<file path="src/common/mseq_pkg.sv">
//////////////////////////////////////////////////////////////////////
// sequencer widths, command word and bus structs, command enums,
// control register map
//////////////////////////////////////////////////////////////////////
`default_nettype none

package mseq_pkg;

    localparam int SEQ_ADDR_W = 10;     // word address in one bank
    localparam int RUN_ADDR_W = 11;     // msb selects the bank
    localparam int CMD_WORD_W = 32;
    localparam int DDR_ADDR_W = 15;
    localparam int DDR_BA_W   = 3;
    localparam int PAUSE_W    = 10;     // nop pause length in addr[9:0]
    localparam int DONE_BIT   = 10;     // nop addr bit ending a sequence
    localparam int BUF_ADDR_W = 7;
    localparam int CHN_W      = 4;
    localparam int WBUF_DLY_W = 4;
    localparam int CTRL_AD_W  = 8;      // control channel byte

    // {ras, cas, we}, all active low
    typedef enum logic [2:0] {
        NOP       = 3'b111,
        ACTIVATE  = 3'b011,
        READ      = 3'b101,
        WRITE     = 3'b100,
        PRECHARGE = 3'b010,
        REFRESH   = 3'b001,
        MODE_SET  = 3'b000,
        ZQ_CAL    = 3'b110
    } ddr_cmd_e;

    // 0-bit register codes, address bits [3:1]; bit 0 carries the value
    typedef enum logic [2:0] {
        OP_CMDA_EN   = 3'd2,            // addresses 4/5
        OP_SDRST_ACT = 3'd3,            // addresses 6/7
        OP_CKE_EN    = 3'd4             // addresses 8/9
    } phy_op_e;

    typedef struct packed {
        logic [DDR_ADDR_W-1:0] addr;    // pause length and done flag in a nop
        logic [DDR_BA_W-1:0]   ba;
        ddr_cmd_e              cmd;
        logic                  odt;
        logic                  buf_rd;  // read strobe toward channel buffer
        logic                  buf_wr;  // write strobe, goes through delay line
        logic                  add_pause; // one extra nop cycle after this word
        logic [6:0]            rsvd;
    } cmd_word_t;

    typedef struct packed {
        ddr_cmd_e              cmd;
        logic [DDR_ADDR_W-1:0] addr;
        logic [DDR_BA_W-1:0]   ba;
        logic                  odt;
        logic                  cke;
    } ddr_bus_t;

    typedef struct packed {
        logic                  we;
        logic [SEQ_ADDR_W-1:0] addr;
        logic [CMD_WORD_W-1:0] data;
    } cmd_mem_wr_t;

    localparam logic [15:0] PHY_0BIT_ADDR   = 16'h020;
    localparam logic [15:0] PHY_0BIT_MASK   = 16'h3f0;
    localparam logic [15:0] PHY_16BIT_ADDR  = 16'h050;
    localparam logic [15:0] PHY_16BIT_MASK  = 16'h3f8;
    localparam logic [3:0]  REG16_WBUF_DELAY = 4'd2;

    localparam logic [WBUF_DLY_W-1:0] DFLT_WBUF_DELAY = 4'd6;

endpackage

`default_nettype wire
</file>
<file path="src/design/wbuf_delay_line.sv">
//////////////////////////////////////////////////////////////////////
// programmable 1 to 16 cycle delay for the buffer write strobe
//////////////////////////////////////////////////////////////////////
`timescale 1ns/1ps
`default_nettype none

module wbuf_delay_line (
    input  wire logic                            mclk,
    input  wire logic                            rst,
    input  wire logic [mseq_pkg::WBUF_DLY_W-1:0] dly,
    input  wire logic                            din,
    output logic                                 dout
);

    logic [2**mseq_pkg::WBUF_DLY_W-1:0] taps;      // taps[0] is din one cycle late

    always_ff @(posedge mclk or posedge rst) begin
        if (rst) begin
            taps <= '0;
        end else begin
            taps <= {taps[2**mseq_pkg::WBUF_DLY_W-2:0], din};
        end
    end

    assign dout = taps[dly];                        // dly+1 cycles

endmodule

`default_nettype wire

</file>
<file path="config.mk">
export PLATFORM = sky130hd
export DESIGN_NAME = wbuf_delay_line
export DESIGN_NICKNAME = d
export VERILOG_FILES = /design/src/common/mseq_pkg.sv /design/src/design/wbuf_delay_line.sv
export SDC_FILE = /design/constraint.sdc
export NUM_CORES = 1
export LEC_CHECK = 0
export BUFFER_PORTS_ARGS = -buffer_cell sky130_fd_sc_hd__buf_2
export CAP_MARGIN = 20
export CELL_PAD_IN_SITES_DETAIL_PLACEMENT = 2
export CELL_PAD_IN_SITES_GLOBAL_PLACEMENT = 2
export CORE_MARGIN = 10
export CORE_UTILIZATION = 41
export CTS_CLUSTER_DIAMETER = 200
export CTS_CLUSTER_SIZE = 24
export DETAILED_ROUTE_END_ITERATION = 6
export HOLD_SLACK_MARGIN = 0.06
export PLACE_DENSITY_LB_ADDON = 0.1
export SLEW_MARGIN = 30
export SYNTH_ARGS = -nofsm -noshare
export SYNTH_HDL_FRONTEND = slang
export SYNTH_SLANG_ARGS = --single-unit
</file>
<file path="constraint.sdc">
create_clock -name mclk -period 3.3 [get_ports mclk]
set_input_delay 0.66 -clock mclk [delete_from_list [all_inputs] [get_ports mclk]]
set_output_delay 0.66 -clock mclk [all_outputs]
set_load 0.05 [all_outputs]
</file>
Word-level counts from Yosys, hierarchy flattened
Cells that the tools add are included.

operators by class
  mux-type cells = 2
  $lt $le $gt $ge = 1

operator list
  operator            number
  $lt 4x5->1 const B  1
  $bmux 1 s4          1
  $mux 1              1

storage, ports and cells
  input bits = 7
  output and inout bits = 1
  word-level logic and storage cells = 4
  bits in registers = 16

Longest topological paths before layout
  depth in word-level cells = 2
  gate-level depth with buffers = 3
  depth with buffers taken out = 3

Worst setup path after synthesis
Ideal clock, no wire load.

  path type = input -> output
  from = in dly[0] (netlist name)
  to = out dout
  arrival = 1843 ps
  setup slack = 797 ps
  stages = 3
  cells stage by stage = mux4_1 > mux2i_1 > mux2i_1

on the way
  cells in the longest elaborated chain, start to end = 2

ends and longest elaborated chain
  element                       RTL line               source
  from (decl)                   wbuf_delay_line.sv:10  input wire logic [mseq_pkg::WBUF_DLY_W-1:0] dly,
  $bmux 1 s4                    wbuf_delay_line.sv:25  assign dout = taps[dly];
  $mux 1 (implied by the code)  wbuf_delay_line.sv:25
  to (decl)                     wbuf_delay_line.sv:12  output logic dout

Every way passes these cells. The select of a mux whose other input is x is not followed.

Final worst setup path
Ends and elaborated chain as after synthesis.

==> flow_metrics.tcl <==
set metrics [dict create \
    hold_viol 0 \
    synth-compound-area-share_pct 0 \
    final_common_cell "dfrtp_1" \
    avgSynthCellArea_um2 22.5 \
    fmaxAchievable_ghz 0.397 \
    outcome "finished clean" \
    path_cells "buf_2 > mux4_1 > mux2i_1 > mux2i_1 > buf_2" \
    cts_tree "done" \
    setup_viol 0 \
    fp.dieW_um 56.3 \
    cap_violations 0 \
    clk_pin_slew_ns 0.08 \
    synth_top_family_by_area "multiplexers" \
    insertion_delay_ns 0.28 \
    ys_seq_elements 16 \
    hold_class "flop to flop" \
    fin_util_pct 48.5 \
    core.rowCount 13 \
    drt-wirelength-per-cell_um 19.2 \
    antenna_found_initial 0 \
    largestRegisters "taps: 16 flops" \
    postCtsSetupBuffers 0 \
    yosys.area_share.simple_pct 0 \
    avgViaCountPerCell 5.29 \
    critPathSlowestCell "mux4_1" \
    ff2ff_path_depth 0 \
    multiInputGateArea_um2 135 \
    grt_max_degree 17 \
    drc_errors 0 \
    period_minus_slack_ns 2.52 \
    vias 259 \
    grt_pass1_vias 347 \
    final-max-slew-violation-count 0 \
    cp_max_fo 4 \
    h-tree-depth 1 \
    powerDensity_nw_per_um2 550 \
    tightest_slew_ns 0.567 \
    drive_gt1_share_pct 29.4 \
    wl_met1_um 356 \
    grt_usage_pct 7.36 \
    num-nets-final 43 \
    io-pin-count 8 \
    largest_register "taps" \
    die_area_um2 3170 \
    die-height_um 56.3 \
    cp-start-kind "input pin" \
    worst_slack_ns 0.784 \
    top_layer_used "met4" \
    fillers 121 \
    p_leak_nw 0.293 \
    mostFrequentLayoutCells "dfrtp_1, buf_2, mux4_1" \
    cp-startpoint "dly[0]" \
    required_ns 2.64 \
    ant_nets 0 \
    clock_path_buffers 2 \
    netlist_instances 24 \
    yosys.cell_types.count 4 \
    synth_adder_area_share_pct 0 \
    syn_nets 31 \
    fin_skew_ns 0.00509 \
    place_congestion 0.665 \
    holdBufCountCts 0 \
    syn2layout_area_growth_pct 14.2 \
    finalSetupTns_ns 0 \
    path_class "input pin to output pin" \
    wl_um 941 \
    r2r_end "taps[4]" \
    critPathCapture "dout" \
    dp_hpwl_um 747 \
    dp_slack_ns 0.776 \
    regArea_um2 400 \
    fin_crit_sh_pct 76.3 \
    port_buffers 7 \
    num_antenna_cells 0 \
    endpoint_kind "output pin" \
    syn_area_um2 539 \
    cts-root-buf "clkbuf_4" \
    drtIter0Drc 7 \
    rsz0062_at_grt "no" \
    clock_sinks 16 \
    overflow 0 \
    cts_resized 0 \
    max_stage_delay_ns 0.58 \
    start_util_pct 42.5 \
    hold_slack_ns 0.380 \
    ir_worst_vdd_mv 0.207 \
    ys_seq_area_share_pct 74.2 \
    cts_buffers 3 \
    largest_reg_flops 16 \
    synth_xor_area_share_pct 0 \
    synth-warning-count 0 \
    synth_mux_area_share_pct 25.1 \
    wl_met3_um 57 \
    rrSetupSlack_ns 2.78 \
    regToRegStartpoint "taps[3]" \
    arrival_ns 1.86 \
    coreArea_um2 1270 \
    finalPower_w 0.000339 \
    grt_pass1_wl_um 1720 \
    dr_wl_met2_um 488 \
    dr.pass1.iters 4 \
    relSlewSlack_pct 62.2 \
]
[kinds of logic (layout without fill, tap and decap cells)]
| logic type | after synthesis | after routing |
|---|---|---|
| multiplexers | 7 | 7 |
| buffers and inverters | 1 | 11 |
| flip-flops | 16 | 16 |
[synth_stat cells]
master,count,share of area (%)
inv_1,1,0.70
dfrtp_1,16,74
mux2i_1,3,5.6
mux4_1,4,19
[layout make-up]
cell class / count / share of cell area, %
sequential: 16 / 65.0
multi-input combinational: 7 / 22.0
timing repair buffer: 7 / 5.69
clock buffer: 3 / 3.66
tap: 15 / 3.05
inverter: 1 / 0.610
[metal layers]
layer | GRT usage (%) | vias up
met5 | 0 | -
met4 | 6.19 | 0
met3 | 3.82 | 5
met2 | 11.1 | 9
met1 | 7.33 | 133
li1 | - | 112
[metrics by stage]
stage | instance area [um^2] | instances
CTS | 616 | 49
floorplan | 539 | 24
detailed placement | 593 | 46
global route | 616 | 49
global placement | 593 | 46
finish | 616 | 49
[worst min path at each step]
stage,end,startpoint,slack [ns],depth (start not counted)
after detailed placement,taps[9],taps[8],0.36,0
final,taps[7],taps[6],0.38,0
after CTS,taps[7],taps[6],0.39,0
after floorplan,taps[10],taps[9],0.35,0
after global placement,taps[2],taps[1],0.35,0
after global routing,taps[13],taps[12],0.40,0
[power breakdown]
part / switching (W) / internal [W]
Combinational: 0.0000174 / 0.0000133
Clock: 0.0000547 / 0.0000424
Sequential: 0.00000513 / 0.000206
[critical path: cells and delay by family]
kind	cells	cell delay (ns)
buffers and inverters	2	0.36
muxes	3	0.84
Power figures use the tool's default switching activity.
