### config.mk
export PLATFORM = sky130hd
export DESIGN_NAME = seq_control
export DESIGN_NICKNAME = d
export VERILOG_FILES = /design/src/common/mseq_pkg.sv /design/src/sequencer/seq_control.sv
export SDC_FILE = /design/constraint.sdc
export NUM_CORES = 1
export LEC_CHECK = 0
export ABC_AREA = 1
export BUFFER_PORTS_ARGS = -buffer_cell sky130_fd_sc_hd__clkbuf_2
export CORE_ASPECT_RATIO = 1.75
export CORE_MARGIN = 10
export CORE_UTILIZATION = 46
export DETAILED_ROUTE_END_ITERATION = 8
export HOLD_SLACK_MARGIN = 0.15
export PLACE_DENSITY = 0.86
export SLEW_MARGIN = 10
export SYNTH_ARGS = -nofsm -noshare
export SYNTH_HDL_FRONTEND = slang
export SYNTH_SLANG_ARGS = --single-unit
export TNS_END_PERCENT = 50
### constraint.sdc
create_clock -name mclk -period 4 [get_ports mclk]
set_clock_uncertainty 0.2 [all_clocks]
set_input_delay 0.6 -clock mclk [delete_from_list [all_inputs] [get_ports mclk]]
set_output_delay 0.6 -clock mclk [all_outputs]
set_load 0.05 [all_outputs]
### src/common/mseq_pkg.sv
//////////////////////////////////////////////////////////////////////
// sequencer widths, command word and bus structs, command enums,
// control register map
//////////////////////////////////////////////////////////////////////
`default_nettype none

package mseq_pkg;

    localparam int SEQ_ADDR_W = 10;     // word address in one bank
    localparam int RUN_ADDR_W = 11;     // msb selects the bank
    localparam int CMD_WORD_W = 32;
    localparam int DDR_ADDR_W = 15;
    localparam int DDR_BA_W   = 3;
    localparam int PAUSE_W    = 10;     // nop pause length in addr[9:0]
    localparam int DONE_BIT   = 10;     // nop addr bit ending a sequence
    localparam int BUF_ADDR_W = 7;
    localparam int CHN_W      = 4;
    localparam int WBUF_DLY_W = 4;
    localparam int CTRL_AD_W  = 8;      // control channel byte

    // {ras, cas, we}, all active low
    typedef enum logic [2:0] {
        NOP       = 3'b111,
        ACTIVATE  = 3'b011,
        READ      = 3'b101,
        WRITE     = 3'b100,
        PRECHARGE = 3'b010,
        REFRESH   = 3'b001,
        MODE_SET  = 3'b000,
        ZQ_CAL    = 3'b110
    } ddr_cmd_e;

    // 0-bit register codes, address bits [3:1]; bit 0 carries the value
    typedef enum logic [2:0] {
        OP_CMDA_EN   = 3'd2,            // addresses 4/5
        OP_SDRST_ACT = 3'd3,            // addresses 6/7
        OP_CKE_EN    = 3'd4             // addresses 8/9
    } phy_op_e;

    typedef struct packed {
        logic [DDR_ADDR_W-1:0] addr;    // pause length and done flag in a nop
        logic [DDR_BA_W-1:0]   ba;
        ddr_cmd_e              cmd;
        logic                  odt;
        logic                  buf_rd;  // read strobe toward channel buffer
        logic                  buf_wr;  // write strobe, goes through delay line
        logic                  add_pause; // one extra nop cycle after this word
        logic [6:0]            rsvd;
    } cmd_word_t;

    typedef struct packed {
        ddr_cmd_e              cmd;
        logic [DDR_ADDR_W-1:0] addr;
        logic [DDR_BA_W-1:0]   ba;
        logic                  odt;
        logic                  cke;
    } ddr_bus_t;

    typedef struct packed {
        logic                  we;
        logic [SEQ_ADDR_W-1:0] addr;
        logic [CMD_WORD_W-1:0] data;
    } cmd_mem_wr_t;

    localparam logic [15:0] PHY_0BIT_ADDR   = 16'h020;
    localparam logic [15:0] PHY_0BIT_MASK   = 16'h3f0;
    localparam logic [15:0] PHY_16BIT_ADDR  = 16'h050;
    localparam logic [15:0] PHY_16BIT_MASK  = 16'h3f8;
    localparam logic [3:0]  REG16_WBUF_DELAY = 4'd2;

    localparam logic [WBUF_DLY_W-1:0] DFLT_WBUF_DELAY = 4'd6;

endpackage

`default_nettype wire
### src/sequencer/seq_control.sv
//////////////////////////////////////////////////////////////////////
// sequence run control, fetch and pause stall, read address, done
//////////////////////////////////////////////////////////////////////
`timescale 1ns/1ps
`default_nettype none

module seq_control (
    input  wire logic                            mclk,
    input  wire logic                            rst,
    input  wire logic [mseq_pkg::RUN_ADDR_W-1:0] run_addr,
    input  wire logic [mseq_pkg::CHN_W-1:0]      run_chn,
    input  wire logic                            run_seq,
    input  wire logic                            ddr_reset,
    input  wire mseq_pkg::cmd_word_t             word0,      // bank 0 memory output
    input  wire mseq_pkg::cmd_word_t             word1,      // bank 1 memory output
    output mseq_pkg::cmd_word_t                  word,       // selected bank word
    output logic                                 ren0,
    output logic                                 ren1,
    output logic      [mseq_pkg::SEQ_ADDR_W-1:0] raddr,
    output logic                                 word_valid,
    output logic                                 seq_start,
    output logic                                 run_busy,
    output logic                                 run_done,
    output logic      [mseq_pkg::CHN_W-1:0]      buf_chn
);

    logic [1:0]                    busy;      // [1] enables fetch one cycle later
    logic                          bank;
    logic                          fetch;     // word on memory output is fresh
    logic [mseq_pkg::PAUSE_W:0]    pause_cnt; // remaining hold cycles
    logic [mseq_pkg::PAUSE_W:0]    hold_len;
    logic [mseq_pkg::PAUSE_W-1:0]  pause_len;
    logic                          is_nop;
    logic                          is_done;
    logic                          stall;
    logic                          ren;

    assign word       = bank ? word1 : word0;
    assign is_nop     = (word.cmd == mseq_pkg::NOP);
    assign pause_len  = word.addr[mseq_pkg::PAUSE_W-1:0];
    assign is_done    = is_nop && word.addr[mseq_pkg::DONE_BIT];
    assign hold_len   = (mseq_pkg::PAUSE_W+1)'(is_nop ? pause_len : '0) +
                        (mseq_pkg::PAUSE_W+1)'(word.add_pause);
    assign word_valid = fetch;
    assign seq_start  = run_seq && !busy[0] && !ddr_reset;   // accept
    assign run_busy   = busy[0];

    // fresh word decides the stall itself, later cycles use the counter
    assign stall = fetch ? (is_done || (hold_len != '0))
                         : (|pause_cnt[mseq_pkg::PAUSE_W:1]);
    assign ren   = busy[1] && !stall && !run_done;
    assign ren0  = ren && !bank;
    assign ren1  = ren && bank;

    always_ff @(posedge mclk or posedge rst) begin
        if (rst) begin
            busy <= '0;
        end else if (ddr_reset || run_done) begin
            busy <= '0;                             // abort or sequence end
        end else begin
            busy <= {busy[0], busy[0] | seq_start};
        end
    end

    always_ff @(posedge mclk or posedge rst) begin
        if (rst) begin
            fetch     <= 1'b0;
            run_done  <= 1'b0;
            pause_cnt <= '0;
        end else begin
            fetch    <= ren && !ddr_reset;
            run_done <= fetch && is_done && !ddr_reset; // with done word on bus
            if (!busy[1]) begin
                pause_cnt <= '0;
            end else if (fetch) begin
                pause_cnt <= is_done ? '0 : hold_len; // done pause ignored
            end else if (pause_cnt != '0) begin
                pause_cnt <= pause_cnt - 1'b1;
            end
        end
    end

    always_ff @(posedge mclk or posedge rst) begin
        if (rst) begin
            raddr   <= '0;
            bank    <= 1'b0;
            buf_chn <= '0;
        end else if (seq_start) begin
            raddr   <= run_addr[mseq_pkg::SEQ_ADDR_W-1:0];
            bank    <= run_addr[mseq_pkg::RUN_ADDR_W-1];
            buf_chn <= run_chn;
        end else if (ren) begin
            raddr   <= raddr + 1'b1;
        end
    end

    // back-to-back reads never switch banks
    a_one_bank: assert property (@(posedge mclk) disable iff (rst)
        (ren0 || ren1) && $past(ren0 || ren1) |-> (ren1 == $past(ren1)));

    a_done_busy: assert property (@(posedge mclk) disable iff (rst)
        run_done |-> run_busy);

endmodule

`default_nettype wire

### After elaboration in Yosys (flattened, before gate mapping)

Index checks and enable logic that the tools add are counted.

* output and inout port bits: 52
* register bits: 30
* word-level logic and storage cells: 44

* bitwise gates (word level): 1
* muxes and demuxes: 10
* add/sub/neg operators: 3
* eq/ne operators: 2
* reduce and logical (&&, ||, !) cells: 21

Operators by type and width (number)
* 11-bit 2-to-1 mux: 4
* 32-bit 2-to-1 mux: 1
* 10-bit 2-to-1 mux: 3
* 11-bit nonzero test: 2
* 10-bit by 1-bit adder with 11-bit output: 1
* 11-bit by 1-bit subtractor with 11-bit output, second input constant: 1
* 10-bit by 1-bit adder with 10-bit output, second input constant: 1
* 1-bit logical AND: 10
* 10-bit OR reduction: 1
* 1-bit zero test: 5
* 3-bit equality test, second input constant: 1
* 3-bit by 1-bit != test with 1-bit output, second input constant: 1
* 1-bit logical OR: 2
* 2-bit 2-to-1 mux: 1
* 2-bit nonzero test: 1
* 1-bit 2-to-1 mux: 1
* 1-bit bitwise OR: 1

### Longest topological paths before layout

* depth in word-level cells: 12
* gate-level depth with buffers: 21
* depth with buffers taken out: 20

### Worst setup path before layout

No wires, ideal clock.

* path type: reg2out
* start point: register bank
* end point: output port ren0
* buffers on the path: 3
* arrival: 4060 ps
* cell stages (with the launch flop): 20
* setup slack: -860 ps
* cells stage by stage: dfrtp_1 buf_6 buf_4 o21ai_0 inv_1 nor2_1 ha_1 ha_1 nor2_1 inv_1 nor2_1 nand2_1 nor2_1 nand3_1 nor2_1 nand2_1 o21bai_2 nand2_2 buf_6 nor2_1

RTL lines
* from (decl): line seq_control.sv:28 `logic bank;`
* from (signal assigned): line seq_control.sv:90 `bank <= run_addr[mseq_pkg::RUN_ADDR_W-1];`
* to (decl): line seq_control.sv:17 `output logic ren0,`

### Worst setup path after layout

* start point: register bank
* end point: output port ren0

* word-level cells in the longest chain between the ends: 11

RTL lines
* 32-bit 2-to-1 mux: line seq_control.sv:38 `assign word = bank ? word1 : word0;`
* 3-bit equality test: line seq_control.sv:39 `assign is_nop = (word.cmd == mseq_pkg::NOP);`
* 10-bit 2-to-1 mux: line seq_control.sv:42 `assign hold_len = (mseq_pkg::PAUSE_W+1)'(is_nop ? pause_len : '0) +`
* 10-bit by 1-bit adder with 11-bit output: line seq_control.sv:42
* 11-bit nonzero test: line seq_control.sv:49 `assign stall = fetch ? (is_done || (hold_len != '0))`
* 1-bit logical OR: line seq_control.sv:49
* 1-bit 2-to-1 mux: line seq_control.sv:49
* 1-bit zero test: line seq_control.sv:51 `assign ren = busy[1] && !stall && !run_done;`
* 1-bit logical AND (2 in series): line seq_control.sv:51
* 1-bit logical AND (*): line seq_control.sv:52 `assign ren0 = ren && !bank;`

Every way passes the cells marked *; elsewhere a longest branch is shown, timed or not.

==> flow_metrics.env <==
export IMPL_outcome="finished clean"
export IMPL_totalPowerFinal_mw=2.29
export IMPL_top_level_ports=135
export IMPL_fin_crit_sh_pct=92.2
export IMPL_vias=3084
export IMPL_wl_um=8520
export IMPL_grt_overflow=0
export IMPL_start_util_pct=47.4
export IMPL_pwr_share_seq_pct=22.6
export IMPL_yosys_area_top_type="dfrtp_1"
export IMPL_worstSetupPathType="reg2out"
export IMPL_worstPathMaxFanout=7
export IMPL_cp_startpoint="bank$_DFFE_PP0P_"
export IMPL_synth_area_top_cells="dfrtp_1, nand2_1, nand3_1"
export IMPL_io_buffers=134
export IMPL_hold_violations=0
export IMPL_worstSetupEndpoint="ren0"
export IMPL_critPathCaptureType="output port"
export IMPL_num_antenna_cells=0
export IMPL_place_gp_congestion=0.942
export IMPL_die_h_um=117
export IMPL_grt_pass1_vias=3001
export IMPL_fill_cells=450
export IMPL_drv_cap=0
export IMPL_cts_num_sinks=30
export IMPL_die_w_um=75.6
export IMPL_first_iter_violations=166
export IMPL_crit_chain="buf_12, nand2_1, o21ai_4, nand3_4, nor2_2, ha_1, ha_1, nor2_1, inv_1, nor2_1, nand2_1, nor2_1, nand3_1, nor2_1, nand2_1, o21bai_2, nand2_4, nor2_4, buf_12"
export IMPL_row_count=35
export IMPL_track_usage_pct=18.6
export IMPL_powerDensity_mw_per_mm2=664
export IMPL_worst_slack_ps=312
export IMPL_synth_commonest_cells="nand2_1, inv_1, nor2_1, nand3_1, dfrtp_1"
export IMPL_netlist_area_mm2=0.00249
export IMPL_ys_seq_elements=30
export IMPL_max_vdd_ir_drop_v=0.000556
export IMPL_synth_most_common_cell="nand2_1"
export IMPL_p_sw_share_pct=56.1
export IMPL_drive_above_1_share_pct=33.6
export IMPL_cp_arrival_ps=2890
export IMPL_synthFlopType="dfrtp_1"
export IMPL_avgSynthCellArea_um2=6.06
export IMPL_dp_cells=592
export IMPL_finalSetupTns_ps=0
export IMPL_slew_violations=0
export IMPL_slowest_stage="dfrtp_2"
export IMPL_r2r_end="raddr[1]$_DFFE_PP0P_"
export IMPL_first_pass_iters=4
export IMPL_p_leak_nw=2.05
export IMPL_antenna_found_initial=0
export IMPL_fin_crit_ps=3690
export IMPL_combPwrFrac_pct=66.1
export IMPL_grt_pass1_wl_um=13600
export IMPL_cts_tree="yes"
export IMPL_clkTransAtPathRegs_ps=70
export IMPL_nets=637
export IMPL_reg2reg_from="bank$_DFFE_PP0P_"
export IMPL_synth_net_count=498
export IMPL_ant_nets=0
export IMPL_max_stage_delay_ps=470
export IMPL_r2r_cells=21
export IMPL_cts_max_level=2
export IMPL_coreArea_mm2=0.00526
export IMPL_synth_edf_count=0
export IMPL_cts_buffers_inserted=5
export IMPL_synth_cells=411
export IMPL_dp_hpwl_um=7080
export IMPL_regToRegSetupSlack_ps=920
export IMPL_tightest_slew_ps=579
export IMPL_place_ws_ps=328
export IMPL_crit_top_cell="nor2_1"
export IMPL_setup_viol=0
export IMPL_synth_top_area_share_pct=30.2
export IMPL_slew_headroom_pct=61.3
export IMPL_regArea_um2=752
export IMPL_hp_class="in2async"
export IMPL_wl_per_cell_um=14.1
export IMPL_insertion_delay_ps=280
export IMPL_die_area_mm2=0.00887
export IMPL_crit_required_ps=3200
export IMPL_ys_seq_area_share_pct=30.2
export IMPL_multi_input_area_mm2=0.00155
export IMPL_power_switching_mw=1.28
export IMPL_grt_max_degree=31
export IMPL_grt_setup_unrepaired="no"
export IMPL_yosys_cell_types_count=36
export IMPL_drc_errors=0
export IMPL_instances_no_fill=606
export IMPL_p_clk_share_pct=11.3
export IMPL_yosysWarnings=0
export IMPL_p_int_mw=1.00
export IMPL_root_buffer="clkbuf_8"
export IMPL_area_growth_pct=38.3
export IMPL_async_flop_share_pct=100
export IMPL_cts_buffer_depth=2
export IMPL_via_per_inst=5.09
export IMPL_max_freq_mhz=271
export IMPL_cts_hold_buf=0
export IMPL_start_kind="flop"
-- flip-flops by register name (all words and copies together) (netlist names) --
register and flops:
busy 2, word_valid 1, pause_cnt 11, run_done 1
raddr 10, bank 1, buf_chn 4
-- cells in the final DEF, fill, tap and decap left out, types with 3 or more instances in the layout --
| cell | n |
|---|---|
| nor3_1 | 4 |
| inv_1 | 40 |
| nand2_2 | 8 |
| buf_4 | 10 |
| buf_12 | 3 |
| nand4_1 | 3 |
| nor2_2 | 5 |
| dfrtp_1 | 29 |
| nor2_1 | 34 |
| o21ai_2 | 3 |
| clkbuf_2 | 132 |
| nand3_1 | 32 |
| ha_1 | 4 |
| o21ai_1 | 3 |
| or2_2 | 3 |
| a21oi_1 | 3 |
| clkbuf_8 | 6 |
| xor2_1 | 6 |
| o21ai_0 | 11 |
| nand2_1 | 177 |
-- metal layers --
metal	vias up	wire length [um]	GRT usage, %
li1	1564	-	-
met1	1355	3080	18.7
met2	140	4400	32.8
met3	25	761	5.40
met4	0	284	9.00
met5	-	0	0
-- cells by family (layout without fill, tap and decap cells) --
logic type / count (synthesis) / in the layout / share of synthesized area [%]
AOI/OAI and AO/OA: 33 / 33 / 8.34
xor gates and xnor gates: 8 / 8 / 2.81
adders and majority gates: 4 / 4 / 2.01
buffers and inverters: 59 / 199 / 9.65
DFF: 30 / 30 / 30.2
and+or+nand+nor: 277 / 277 / 47.0
-- what timing repair did --
item,in CTS,in global routing
gates resized for setup,0,11
setup buffers,0,6
setup endpoints to repair,0,2
-- worst min-delay path by stage --
| stage | start | cells past startpoint | end | slack, ps |
|---|---|---|---|---|
| after floorplan | pause_cnt[1]$_DFFE_PP0P_ | 2 | pause_cnt[1]$_DFFE_PP0P_ | 330 |
| after global placement | buf_chn[3]$_DFFE_PP0P_ | 2 | buf_chn[3]$_DFFE_PP0P_ | 250 |
| after detailed placement | buf_chn[0]$_DFFE_PP0P_ | 2 | buf_chn[0]$_DFFE_PP0P_ | 260 |
| after CTS | rst | 3 | raddr[6]$_DFFE_PP0P_ | 170 |
| after global routing | rst | 3 | raddr[6]$_DFFE_PP0P_ | 200 |
| final | rst | 3 | raddr[6]$_DFFE_PP0P_ | 160 |
-- per-stage QoR --
step           hold slack (ps)  instance area [um^2]  util, %
6_report                   157                  3440     65.5
5_1_grt                    202                  3440     65.5
4_1_cts                    166                  3350     63.8
3_5_place_dp               262                  3260     62.1
3_3_place_gp               254                  3260     62.1
2_1_floorplan              331                  2520        -
-- power groups by stage --
stage                     Clock, mW  Combinational, mW  Sequential, mW
after floorplan                   0              0.933           0.680
after global placement            0               1.41           0.509
after detailed placement          0               1.45           0.513
after CTS                     0.260               1.46           0.510
after global routing          0.268               1.66           0.528
final                         0.257               1.51           0.517
-- cell type report --
cell class	instances	share of cell area, %
clock buffers	7	2.51
clock inverters	1	0.145
inverters	45	4.98
multi-input cells	322	45.1
flip-flops and latches	30	21.8
well taps	55	2.00
repair buffers	146	23.4
-- critical path, delay by kind of cell (launching register included) --
| kind | cells | cell delay, ps |
|---|---|---|
| AO/OA/AOI/OAI | 2 | 260 |
| adder cells (fa/ha/maj) | 2 | 450 |
| buffers and inverters | 3 | 360 |
| flip-flops | 1 | 470 |
| AND/OR/NAND/NOR | 12 | 1070 |
(Power assumes the default switching activity.)
