[src/common/mseq_pkg.sv]
//////////////////////////////////////////////////////////////////////
// sequencer widths, command word and bus structs, command enums,
// control register map
//////////////////////////////////////////////////////////////////////
`default_nettype none

package mseq_pkg;

    localparam int SEQ_ADDR_W = 10;     // word address in one bank
    localparam int RUN_ADDR_W = 11;     // msb selects the bank
    localparam int CMD_WORD_W = 32;
    localparam int DDR_ADDR_W = 15;
    localparam int DDR_BA_W   = 3;
    localparam int PAUSE_W    = 10;     // nop pause length in addr[9:0]
    localparam int DONE_BIT   = 10;     // nop addr bit ending a sequence
    localparam int BUF_ADDR_W = 7;
    localparam int CHN_W      = 4;
    localparam int WBUF_DLY_W = 4;
    localparam int CTRL_AD_W  = 8;      // control channel byte

    // {ras, cas, we}, all active low
    typedef enum logic [2:0] {
        NOP       = 3'b111,
        ACTIVATE  = 3'b011,
        READ      = 3'b101,
        WRITE     = 3'b100,
        PRECHARGE = 3'b010,
        REFRESH   = 3'b001,
        MODE_SET  = 3'b000,
        ZQ_CAL    = 3'b110
    } ddr_cmd_e;

    // 0-bit register codes, address bits [3:1]; bit 0 carries the value
    typedef enum logic [2:0] {
        OP_CMDA_EN   = 3'd2,            // addresses 4/5
        OP_SDRST_ACT = 3'd3,            // addresses 6/7
        OP_CKE_EN    = 3'd4             // addresses 8/9
    } phy_op_e;

    typedef struct packed {
        logic [DDR_ADDR_W-1:0] addr;    // pause length and done flag in a nop
        logic [DDR_BA_W-1:0]   ba;
        ddr_cmd_e              cmd;
        logic                  odt;
        logic                  buf_rd;  // read strobe toward channel buffer
        logic                  buf_wr;  // write strobe, goes through delay line
        logic                  add_pause; // one extra nop cycle after this word
        logic [6:0]            rsvd;
    } cmd_word_t;

    typedef struct packed {
        ddr_cmd_e              cmd;
        logic [DDR_ADDR_W-1:0] addr;
        logic [DDR_BA_W-1:0]   ba;
        logic                  odt;
        logic                  cke;
    } ddr_bus_t;

    typedef struct packed {
        logic                  we;
        logic [SEQ_ADDR_W-1:0] addr;
        logic [CMD_WORD_W-1:0] data;
    } cmd_mem_wr_t;

    localparam logic [15:0] PHY_0BIT_ADDR   = 16'h020;
    localparam logic [15:0] PHY_0BIT_MASK   = 16'h3f0;
    localparam logic [15:0] PHY_16BIT_ADDR  = 16'h050;
    localparam logic [15:0] PHY_16BIT_MASK  = 16'h3f8;
    localparam logic [3:0]  REG16_WBUF_DELAY = 4'd2;

    localparam logic [WBUF_DLY_W-1:0] DFLT_WBUF_DELAY = 4'd6;

endpackage

`default_nettype wire
[src/sequencer/cmd_issue.sv]
//////////////////////////////////////////////////////////////////////
// ddr3 command bus register, buffer strobes, buffer address counter
//////////////////////////////////////////////////////////////////////
`timescale 1ns/1ps
`default_nettype none

module cmd_issue (
    input  wire logic                            mclk,
    input  wire logic                            rst,
    input  wire mseq_pkg::cmd_word_t             word,
    input  wire logic                            word_valid,
    input  wire logic                            cmda_en,
    input  wire logic                            cke,
    input  wire logic                            seq_start,
    input  wire logic                            buf_wr_dly,  // from delay line
    output mseq_pkg::ddr_bus_t                   ddr_bus,
    output logic                                 buf_rd,
    output logic                                 buf_wr_raw,
    output logic      [mseq_pkg::BUF_ADDR_W-1:0] buf_addr
);

    logic issue;

    assign issue = word_valid && cmda_en;          // disabled outputs show nop

    always_ff @(posedge mclk or posedge rst) begin
        if (rst) begin
            ddr_bus.cmd  <= mseq_pkg::NOP;
            ddr_bus.addr <= '0;
            ddr_bus.ba   <= '0;
            ddr_bus.odt  <= 1'b0;
            ddr_bus.cke  <= 1'b0;
            buf_rd       <= 1'b0;
            buf_wr_raw   <= 1'b0;
        end else begin
            ddr_bus.cmd  <= issue ? word.cmd : mseq_pkg::NOP;
            ddr_bus.addr <= issue ? word.addr : '0;
            ddr_bus.ba   <= issue ? word.ba : '0;
            ddr_bus.odt  <= issue && word.odt;
            ddr_bus.cke  <= cke;
            buf_rd       <= word_valid && word.buf_rd;   // aligned with bus
            buf_wr_raw   <= word_valid && word.buf_wr;
        end
    end

    always_ff @(posedge mclk or posedge rst) begin
        if (rst) begin
            buf_addr <= '0;
        end else if (seq_start) begin
            buf_addr <= '0;
        end else if (buf_rd || buf_wr_dly) begin
            buf_addr <= buf_addr + 1'b1;            // one per strobe cycle
        end
    end

endmodule

`default_nettype wire

[config.mk]
export PLATFORM = sky130hd
export DESIGN_NAME = cmd_issue
export DESIGN_NICKNAME = d
export VERILOG_FILES = /design/src/common/mseq_pkg.sv /design/src/sequencer/cmd_issue.sv
export SDC_FILE = /design/constraint.sdc
export NUM_CORES = 1
export LEC_CHECK = 0
export ABC_AREA = 1
export BUFFER_PORTS_ARGS = -buffer_cell sky130_fd_sc_hd__clkbuf_2
export CORE_UTILIZATION = 45
export CTS_BUF_LIST = sky130_fd_sc_hd__clkbuf_16
export DETAILED_ROUTE_END_ITERATION = 7
export PLACE_DENSITY = 0.93
export REMOVE_ABC_BUFFERS = 1
export SLEW_MARGIN = 20
export SYNTH_ARGS = -nofsm -noshare
export SYNTH_HDL_FRONTEND = slang
export SYNTH_SLANG_ARGS = --single-unit
[constraint.sdc]
create_clock -name mclk -period 2.6 [get_ports mclk]
set_input_delay 0.52 -clock mclk [delete_from_list [all_inputs] [get_ports mclk]]
set_output_delay 0.52 -clock mclk [all_outputs]
set_load 0.1 [all_outputs]
=== Yosys cells after proc, flatten, opt, wreduce, memory -nomap -nowiden ===
Index checks and enable logic that the tools add are counted.

* Bitwise gates (word level): 0
* Add/sub/neg operators: 1
* Order comparisons: 0
* Reductions and logical operators: 6
* Shift-type cells: 0
* Multiplexer cells: 5
* Multipliers: 0
* Divide/modulo/power cells: 0
* Equality and inequality tests: 0

{| class="wikitable"
|+ Operator list
! cell !! number
|-
| 15-bit two-way mux || 1
|-
| 7-bit two-way mux || 2
|-
| 7-bit by 1-bit adder with 7-bit output (second input constant) || 1
|-
| 3-bit two-way mux || 2
|-
| 1-bit logical AND || 4
|-
| 2-bit nonzero test || 1
|-
| 1-bit logical OR || 1
|}

* Memories kept: 0
* Word-level logic and storage cells: 20
* Output and inout port bits: 32
* Bits in registers: 32
* Bits in latches: 0
* Memory bits (writable): 0
* Input bits: 39
* Bits in read-only memories: 0

=== Logic depth before layout (Yosys ltp) ===
Gate-level depths: netlist of run 1.

* Depth in word-level cells: 3
* Gate-level depth with buffers: 7
* Depth with buffers taken out: 7

=== Least setup slack after synthesis of run 1 ===
No wires, ideal clock.

* Path kind: register -> register
* From: register buf_addr[1] in the netlist's numbering
* To: register buf_addr[6] in the netlist's numbering
* Required time: 2.483 ns
* Path slack: 0.810 ns
* Cell stages (with the launch flop): 7
* Data arrival time: 1.673 ns
* Period minus slack after synthesis: 1.790 ns
* Buffers on the path: 0
* Library setup time: 0.117 ns
* Cells stage by stage: dfrtp_1 > ha_1 > nand3_1 > nor2_2 > nand2_1 > nor2_1 > nor2_1

* Word-level cells in the longest chain between the ends: 3

{| class="wikitable"
|+ Ends and longest elaborated chain
! item !! line !! text
|-
| start: declaration || cmd_issue.sv:19 || <nowiki>output logic [mseq_pkg::BUF_ADDR_W-1:0] buf_addr</nowiki>
|-
| start signal: assignment || cmd_issue.sv:52 || <nowiki>buf_addr <= buf_addr + 1'b1;</nowiki>
|-
| 7-bit by 1-bit adder with 7-bit output || cmd_issue.sv:52 ||
|-
| 7-bit two-way mux || cmd_issue.sv:51 || <nowiki>end else if (buf_rd || buf_wr_dly) begin</nowiki>
|-
| 7-bit two-way mux || cmd_issue.sv:49 || <nowiki>end else if (seq_start) begin</nowiki>
|}

Every way passes these cells. The select of a mux whose other input is x is not followed.
A chain may end at the register's enable or synchronous reset.

=== Worst setup path after layout of run 1 ===
* From: register ddr_bus[21] in the netlist's numbering
* To: output ddr_bus[21] in the netlist's numbering

{| class="wikitable"
|+ RTL lines
! item !! line !! text
|-
| start: declaration || cmd_issue.sv:16 || <nowiki>output mseq_pkg::ddr_bus_t ddr_bus,</nowiki>
|}

No word-level cell between the ends.

==> impl_metrics.env, run 1 <==
export IMPL_outcome="finished, final reports clean"
export IMPL_p_leak_nw=1.01
export IMPL_pwr_density_cell_nw_per_um2=777
export IMPL_clk_pin_slew_worst_paths_ns=0.05
export IMPL_drc=0
export IMPL_clk_path_buf_depth=2
export IMPL_cts_resized_gates=0
export IMPL_syn_avg_cell_area_um2=9.99
export IMPL_worst_pin_slew_ns=0.629
export IMPL_fin_util=0.676
export IMPL_syn_to_final_growth_pct=40.8
export IMPL_startpoint_type="flip-flop"
export IMPL_first_global_vias=942
export IMPL_die_w_um=53.4
export IMPL_final_common_cell="clkbuf_2"
export IMPL_crit_family="flip-flops"
export IMPL_final_cell_mix="clkbuf_2 (62), dfrtp_1 (29), inv_1 (28)"
export IMPL_cts_sinks=32
export IMPL_skew_ns=0.00537
export IMPL_crit_path_end_kind="output port"
export IMPL_htreeDepth=2
export IMPL_wirelength_mm=2.69
export IMPL_synth_seq_area_share=0.677
export IMPL_ir_drop_uv=634
export IMPL_rows=18
export IMPL_synthCells=119
export IMPL_synth_cell_type_count=17
export IMPL_place_congestion=0.661
export IMPL_gr_usage_all_layers=0.212
export IMPL_drive_above_1_share=0.420
export IMPL_cp_max_fo=1
export IMPL_hpwl_mm=1.80
export IMPL_core_area_um2=2480
export IMPL_fp_dieArea_um2=2850
export IMPL_synthAdderAreaFrac=0.0105
export IMPL_nets=227
export IMPL_postCtsHoldBufs=0
export IMPL_hp_class="input pin to async pin"
export IMPL_cts_tree="built"
export IMPL_crit_cells=1
export IMPL_portBuffers=62
export IMPL_drv_cap=0
export IMPL_first_pass_iters=4
export IMPL_diodes=0
export IMPL_cp_arrival_ns=1.24
export IMPL_finalCritPeriodShare=0.677
export IMPL_worstRegToRegCells=6
export IMPL_r2r_end="buf_addr[6]"
export IMPL_synth_top_family_by_area="simple AND/OR/NAND/NOR gates"
export IMPL_grt_overflow_total=0
export IMPL_start_util=0.480
export IMPL_via_per_inst=4.47
export IMPL_synth_seq_cells=32
export IMPL_slew_headroom=0.580
export IMPL_min_period_ns=1.76
export IMPL_rrSetupSlack_ns=1.48
export IMPL_final_cell_count_no_fill=218
export IMPL_cts_root_buf="clkbuf_16"
export IMPL_critPathKind="flip-flop to output port"
export IMPL_cpMaxStageDelayCell="dfstp_2"
export IMPL_cts_buffers=5
export IMPL_antenna_found_initial=0
export IMPL_syn_area_um2=1190
export IMPL_finalSetupViolCount=0
export IMPL_insertion_delay_ns=0.27
export IMPL_die_h_um=53.4
export IMPL_crit_path_max_incr_delay_ns=0.52
export IMPL_crit_required_ns=2.08
export IMPL_yosys_area_share_simple=0.186
export IMPL_grt_first_pass_wirelength_mm=4.05
export IMPL_tns_ns=0
export IMPL_r2r_start="buf_addr[1]"
export IMPL_detail_route_antenna_nets=0
export IMPL_grt_max_degree=33
export IMPL_hold_viol_final=0
export IMPL_synth_compound_area_frac=0.0295
export IMPL_io_pins=71
export IMPL_wl_per_cell_um=12.3
export IMPL_place_inst=210
export IMPL_synth_xor_area_frac=0
export IMPL_rsz0062_at_grt="no"
export IMPL_finalMaxSlewViolations=0
export IMPL_vias=975
export IMPL_synth_area_mux_share=0
export IMPL_drt_first_iter_violations=13
export IMPL_cts_setup_buffers=0
export IMPL_fmax_mhz=568
export IMPL_worstPathCellList="clkbuf_2"
export IMPL_crit_buf_inv=1
export IMPL_yosysWarnings=0
[per-stage QoR]
stage / hold WS [ns] / power, mW / setup slack [ns] / cell area (um2)
floorplan: 0.551 / 0.720 / 0.810 / 1180
global placement: 0.499 / 0.770 / 1.07 / 1530
detailed placement: 0.503 / 0.775 / 1.06 / 1530
CTS: 0.329 / 1.32 / 0.835 / 1670
global route: 0.356 / 1.35 / 0.813 / 1670
finish: 0.321 / 1.30 / 0.840 / 1670
[power breakdown]
part,internal [mW],total (mW),switching (mW)
Clock,0.346,0.531,0.185
Sequential,0.520,0.530,0.00991
Combinational,0.0410,0.239,0.198
Total,0.907,1.30,0.394
[flip-flops by register name, indices dropped and copies added, names as in the netlist]
| register | flops |
|---|---|
| buf_addr | 7 |
| buf_rd | 1 |
| buf_wr_raw | 1 |
| ddr_bus | 23 |
[cells in the mapped netlist]
cell | count | area, um2
nor2_2 | 1 | 6.26
or2_2 | 2 | 12.5
dfstp_2 | 3 | 78.8
or2_1 | 1 | 6.26
a21oi_1 | 3 | 15.0
nand4_1 | 1 | 6.26
nor2_1 | 26 | 97.6
nand2_1 | 12 | 45.0
dfrtp_1 | 29 | 726
inv_1 | 27 | 101
nand3_1 | 3 | 15.0
nor2_4 | 2 | 22.5
o21ai_0 | 4 | 20.0
nand3_2 | 1 | 10.0
inv_2 | 1 | 3.75
ha_1 | 1 | 12.5
buf_2 | 2 | 10.0
[kinds of logic after synthesis]
kind of cell,after synthesis
buffers and inverters,30
AOI/OAI and AO/OA,7
and+or+nand+nor,49
adders and majority gates,1
DFF,32
[worst max path at each step]
stage	end	start
6_report	ddr_bus[21]	ddr_bus[21]
5_1_grt	ddr_bus[20]	ddr_bus[20]
4_1_cts	ddr_bus[20]	ddr_bus[20]
3_5_place_dp	ddr_bus[20]	word_valid
3_3_place_gp	ddr_bus[22]	word_valid
2_1_floorplan	buf_addr[6]	buf_addr[1]
[final cells by class]
class / instances / area [um2]
timing repair buffer: 63 / 318
clock buffer: 5 / 125
fill: 203 / 803
inverter: 28 / 105
multi-input combinational: 57 / 269
tap: 30 / 37.5
clock inverter: 3 / 15.0
sequential: 32 / 805
[layer usage]
layer | wire length, um | vias to the layer above | GRT usage
li1 | - | 478 | -
met1 | 994 | 452 | 0.226
met5 | 0 | - | 0
met3 | 280 | 2 | 0.106
met2 | 1400 | 43 | 0.360
met4 | 18 | 0 | 0.0658
[tightest hold or removal path, stage by stage]
cell and delay (ns):
clkbuf_2 0.09, inv_1 0.05, buf_4 0.35
Power figures use the tool's default switching activity.
==> run 2: changes to the inputs <==
Settings changed: CORE_UTILIZATION 45 to 38, PLACE_DENSITY 0.93 to 0.84.
Clock period 2.6 ns to 1.6 ns, I/O delays scaled along.
==> run 2 against run 1 <==
The flow now finishes with violations (DRC); cell count increased by 0.92%; setup slack worse by 0.71 ns; sequential share of layout area shrank 1.5 points; sequential cell count is the same; register-to-register slack worse by 1.0 ns; critical path type unchanged; critical endpoint is now buf_addr[4].
==> impl_metrics.env, run 2 (synthesis results as in run 1) <==
export IMPL_hpwl_mm=1.75
export IMPL_final_common_cell="clkbuf_2"
export IMPL_gr_usage_all_layers=0.153
export IMPL_regArea_um2=805
export IMPL_rrSetupSlack_ns=0.48
export IMPL_finalMaxSlewViolations=0
export IMPL_min_period_ns=1.47
export IMPL_crit_path_max_incr_delay_ns=0.48
export IMPL_crit_path_end_kind="output port"
export IMPL_first_global_vias=1005
export IMPL_detail_route_antenna_nets=0
export IMPL_grt_first_pass_wirelength_mm=3.88
export IMPL_first_pass_iters=6
export IMPL_place_area_um2=1590
export IMPL_crit_cells=1
export IMPL_io_pins=71
export IMPL_cpMaxStageDelayCell="clkbuf_2"
export IMPL_ir_drop_uv=786
export IMPL_crit_buf_inv=1
export IMPL_die_w_um=57.9
export IMPL_portBuffers=62
export IMPL_fin_area_um2=1730
export IMPL_nets=228
export IMPL_drt_first_iter_violations=25
export IMPL_clk_pin_slew_worst_paths_ns=0.05
export IMPL_multi_input_area_um2=269
export IMPL_drive_above_1_share=0.418
export IMPL_place_congestion=0.744
export IMPL_rows=19
export IMPL_insertion_delay_ns=0.26
export IMPL_start_util=0.417
export IMPL_violations="DRC"
export IMPL_slew_headroom=0.636
export IMPL_wirelength_mm=2.20
export IMPL_htreeDepth=2
export IMPL_finalPower_mw=2.09
export IMPL_drc=5
export IMPL_largest_register="ddr_bus"
export IMPL_startpoint="buf_addr[4]"
export IMPL_grt_overflow_total=0
export IMPL_core_area_um2=2850
export IMPL_cts_setup_buffers=0
export IMPL_critPathKind="flip-flop to output port"
export IMPL_fill_cells=243
export IMPL_largestRegisters="ddr_bus (23), buf_addr (7)"
export IMPL_endpoint="buf_addr[4]"
export IMPL_outcome="finished with violations"
export IMPL_startpoint_type="flip-flop"
export IMPL_crit_family="buffers and inverters"
export IMPL_cts_tree="built"
export IMPL_cp_max_fo=5
export IMPL_final_cell_mix="clkbuf_2 (58), inv_1 (29), dfrtp_1 (29)"
export IMPL_antenna_found_initial=0
export IMPL_cp_arrival_ns=1.15
export IMPL_cts_resized_gates=0
export IMPL_cts_buffers=5
export IMPL_clk_path_buf_depth=2
export IMPL_worstPathCellList="clkbuf_2"
export IMPL_largest_reg_flops=23
export IMPL_skew_ns=0.00182
export IMPL_via_per_inst=4.41
export IMPL_postCtsHoldBufs=0
export IMPL_drv_cap=0
export IMPL_vias=971
export IMPL_die_h_um=57.9
export IMPL_wl_per_cell_um=9.99
export IMPL_r2r_end="buf_addr[6]"
export IMPL_diodes=0
export IMPL_syn_to_final_growth_pct=45.3
export IMPL_p_leak_nw=1.04
export IMPL_hold_viol_final=0
export IMPL_worstRegToRegCells=7
export IMPL_rsz0062_at_grt="no"
export IMPL_pwr_density_cell_nw_per_um2=1210
export IMPL_fp_dieArea_um2=3360
export IMPL_cts_root_buf="clkbuf_16"
export IMPL_hp_class="input pin to async pin"
export IMPL_grt_max_degree=33
export IMPL_fmax_mhz=683
export IMPL_r2r_start="buf_addr[1]"
export IMPL_cts_sinks=32
export IMPL_worst_pin_slew_ns=0.548
export IMPL_crit_required_ns=1.28
export IMPL_finalSetupViolCount=0
export IMPL_finalCritPeriodShare=0.916
==> run 2: cell count changes in the layout (fill, tap and decap cells not counted), sizes merged <==
cell,change
buf,+5
clkbuf,-4
inv,+1
clkinvlp,-1
==> run 2: report_power, final <==
part           internal (mW)  switching (mW)  leakage (nW)  total [mW]
combinational         0.0778           0.316         0.550       0.394
clock                  0.556           0.282        0.0738       0.837
sequential             0.846          0.0161         0.420       0.862
==> run 2: metrics by stage <==
stage               instances  setup slack (ns)  utilization  hold WS, ns  setup TNS [ns]
floorplan                 117            -0.190            -        0.351          -0.585
global placement          212             0.425        0.557        0.399               0
detailed placement        212             0.412        0.557        0.402               0
CTS                       220             0.131        0.605        0.124               0
global route              220             0.101        0.605        0.160               0
finish                    220             0.135        0.605        0.112               0
==> run 2: worst min path at each step <==
stage	from	depth (start not counted)	to
after floorplan	cke	0	ddr_bus[0]
after global placement	rst	3	buf_addr[4]
after detailed placement	rst	3	buf_addr[4]
after CTS	rst	3	ddr_bus[1]
after global routing	rst	3	buf_addr[4]
final	rst	3	buf_addr[2]
==> run 2: area by class of cell <==
| class | instances | area share |
|---|---|---|
| clock buffers | 5 | 0.0725 |
| clock inverters | 3 | 0.00652 |
| inverters | 28 | 0.0609 |
| multi-input cells | 57 | 0.156 |
| flip-flops and latches | 32 | 0.466 |
| well taps | 31 | 0.0225 |
| repair buffers | 64 | 0.216 |
==> run 2: metal layers <==
metal / track usage / part of all wire / vias up
met1: 0.161 / 0.39 / 439
met4: 0.0578 / 0 / 0
li1: - / - / 484
met3: 0.0469 / 0.082 / 0
met2: 0.284 / 0.53 / 48
met5: 0 / 0 / -
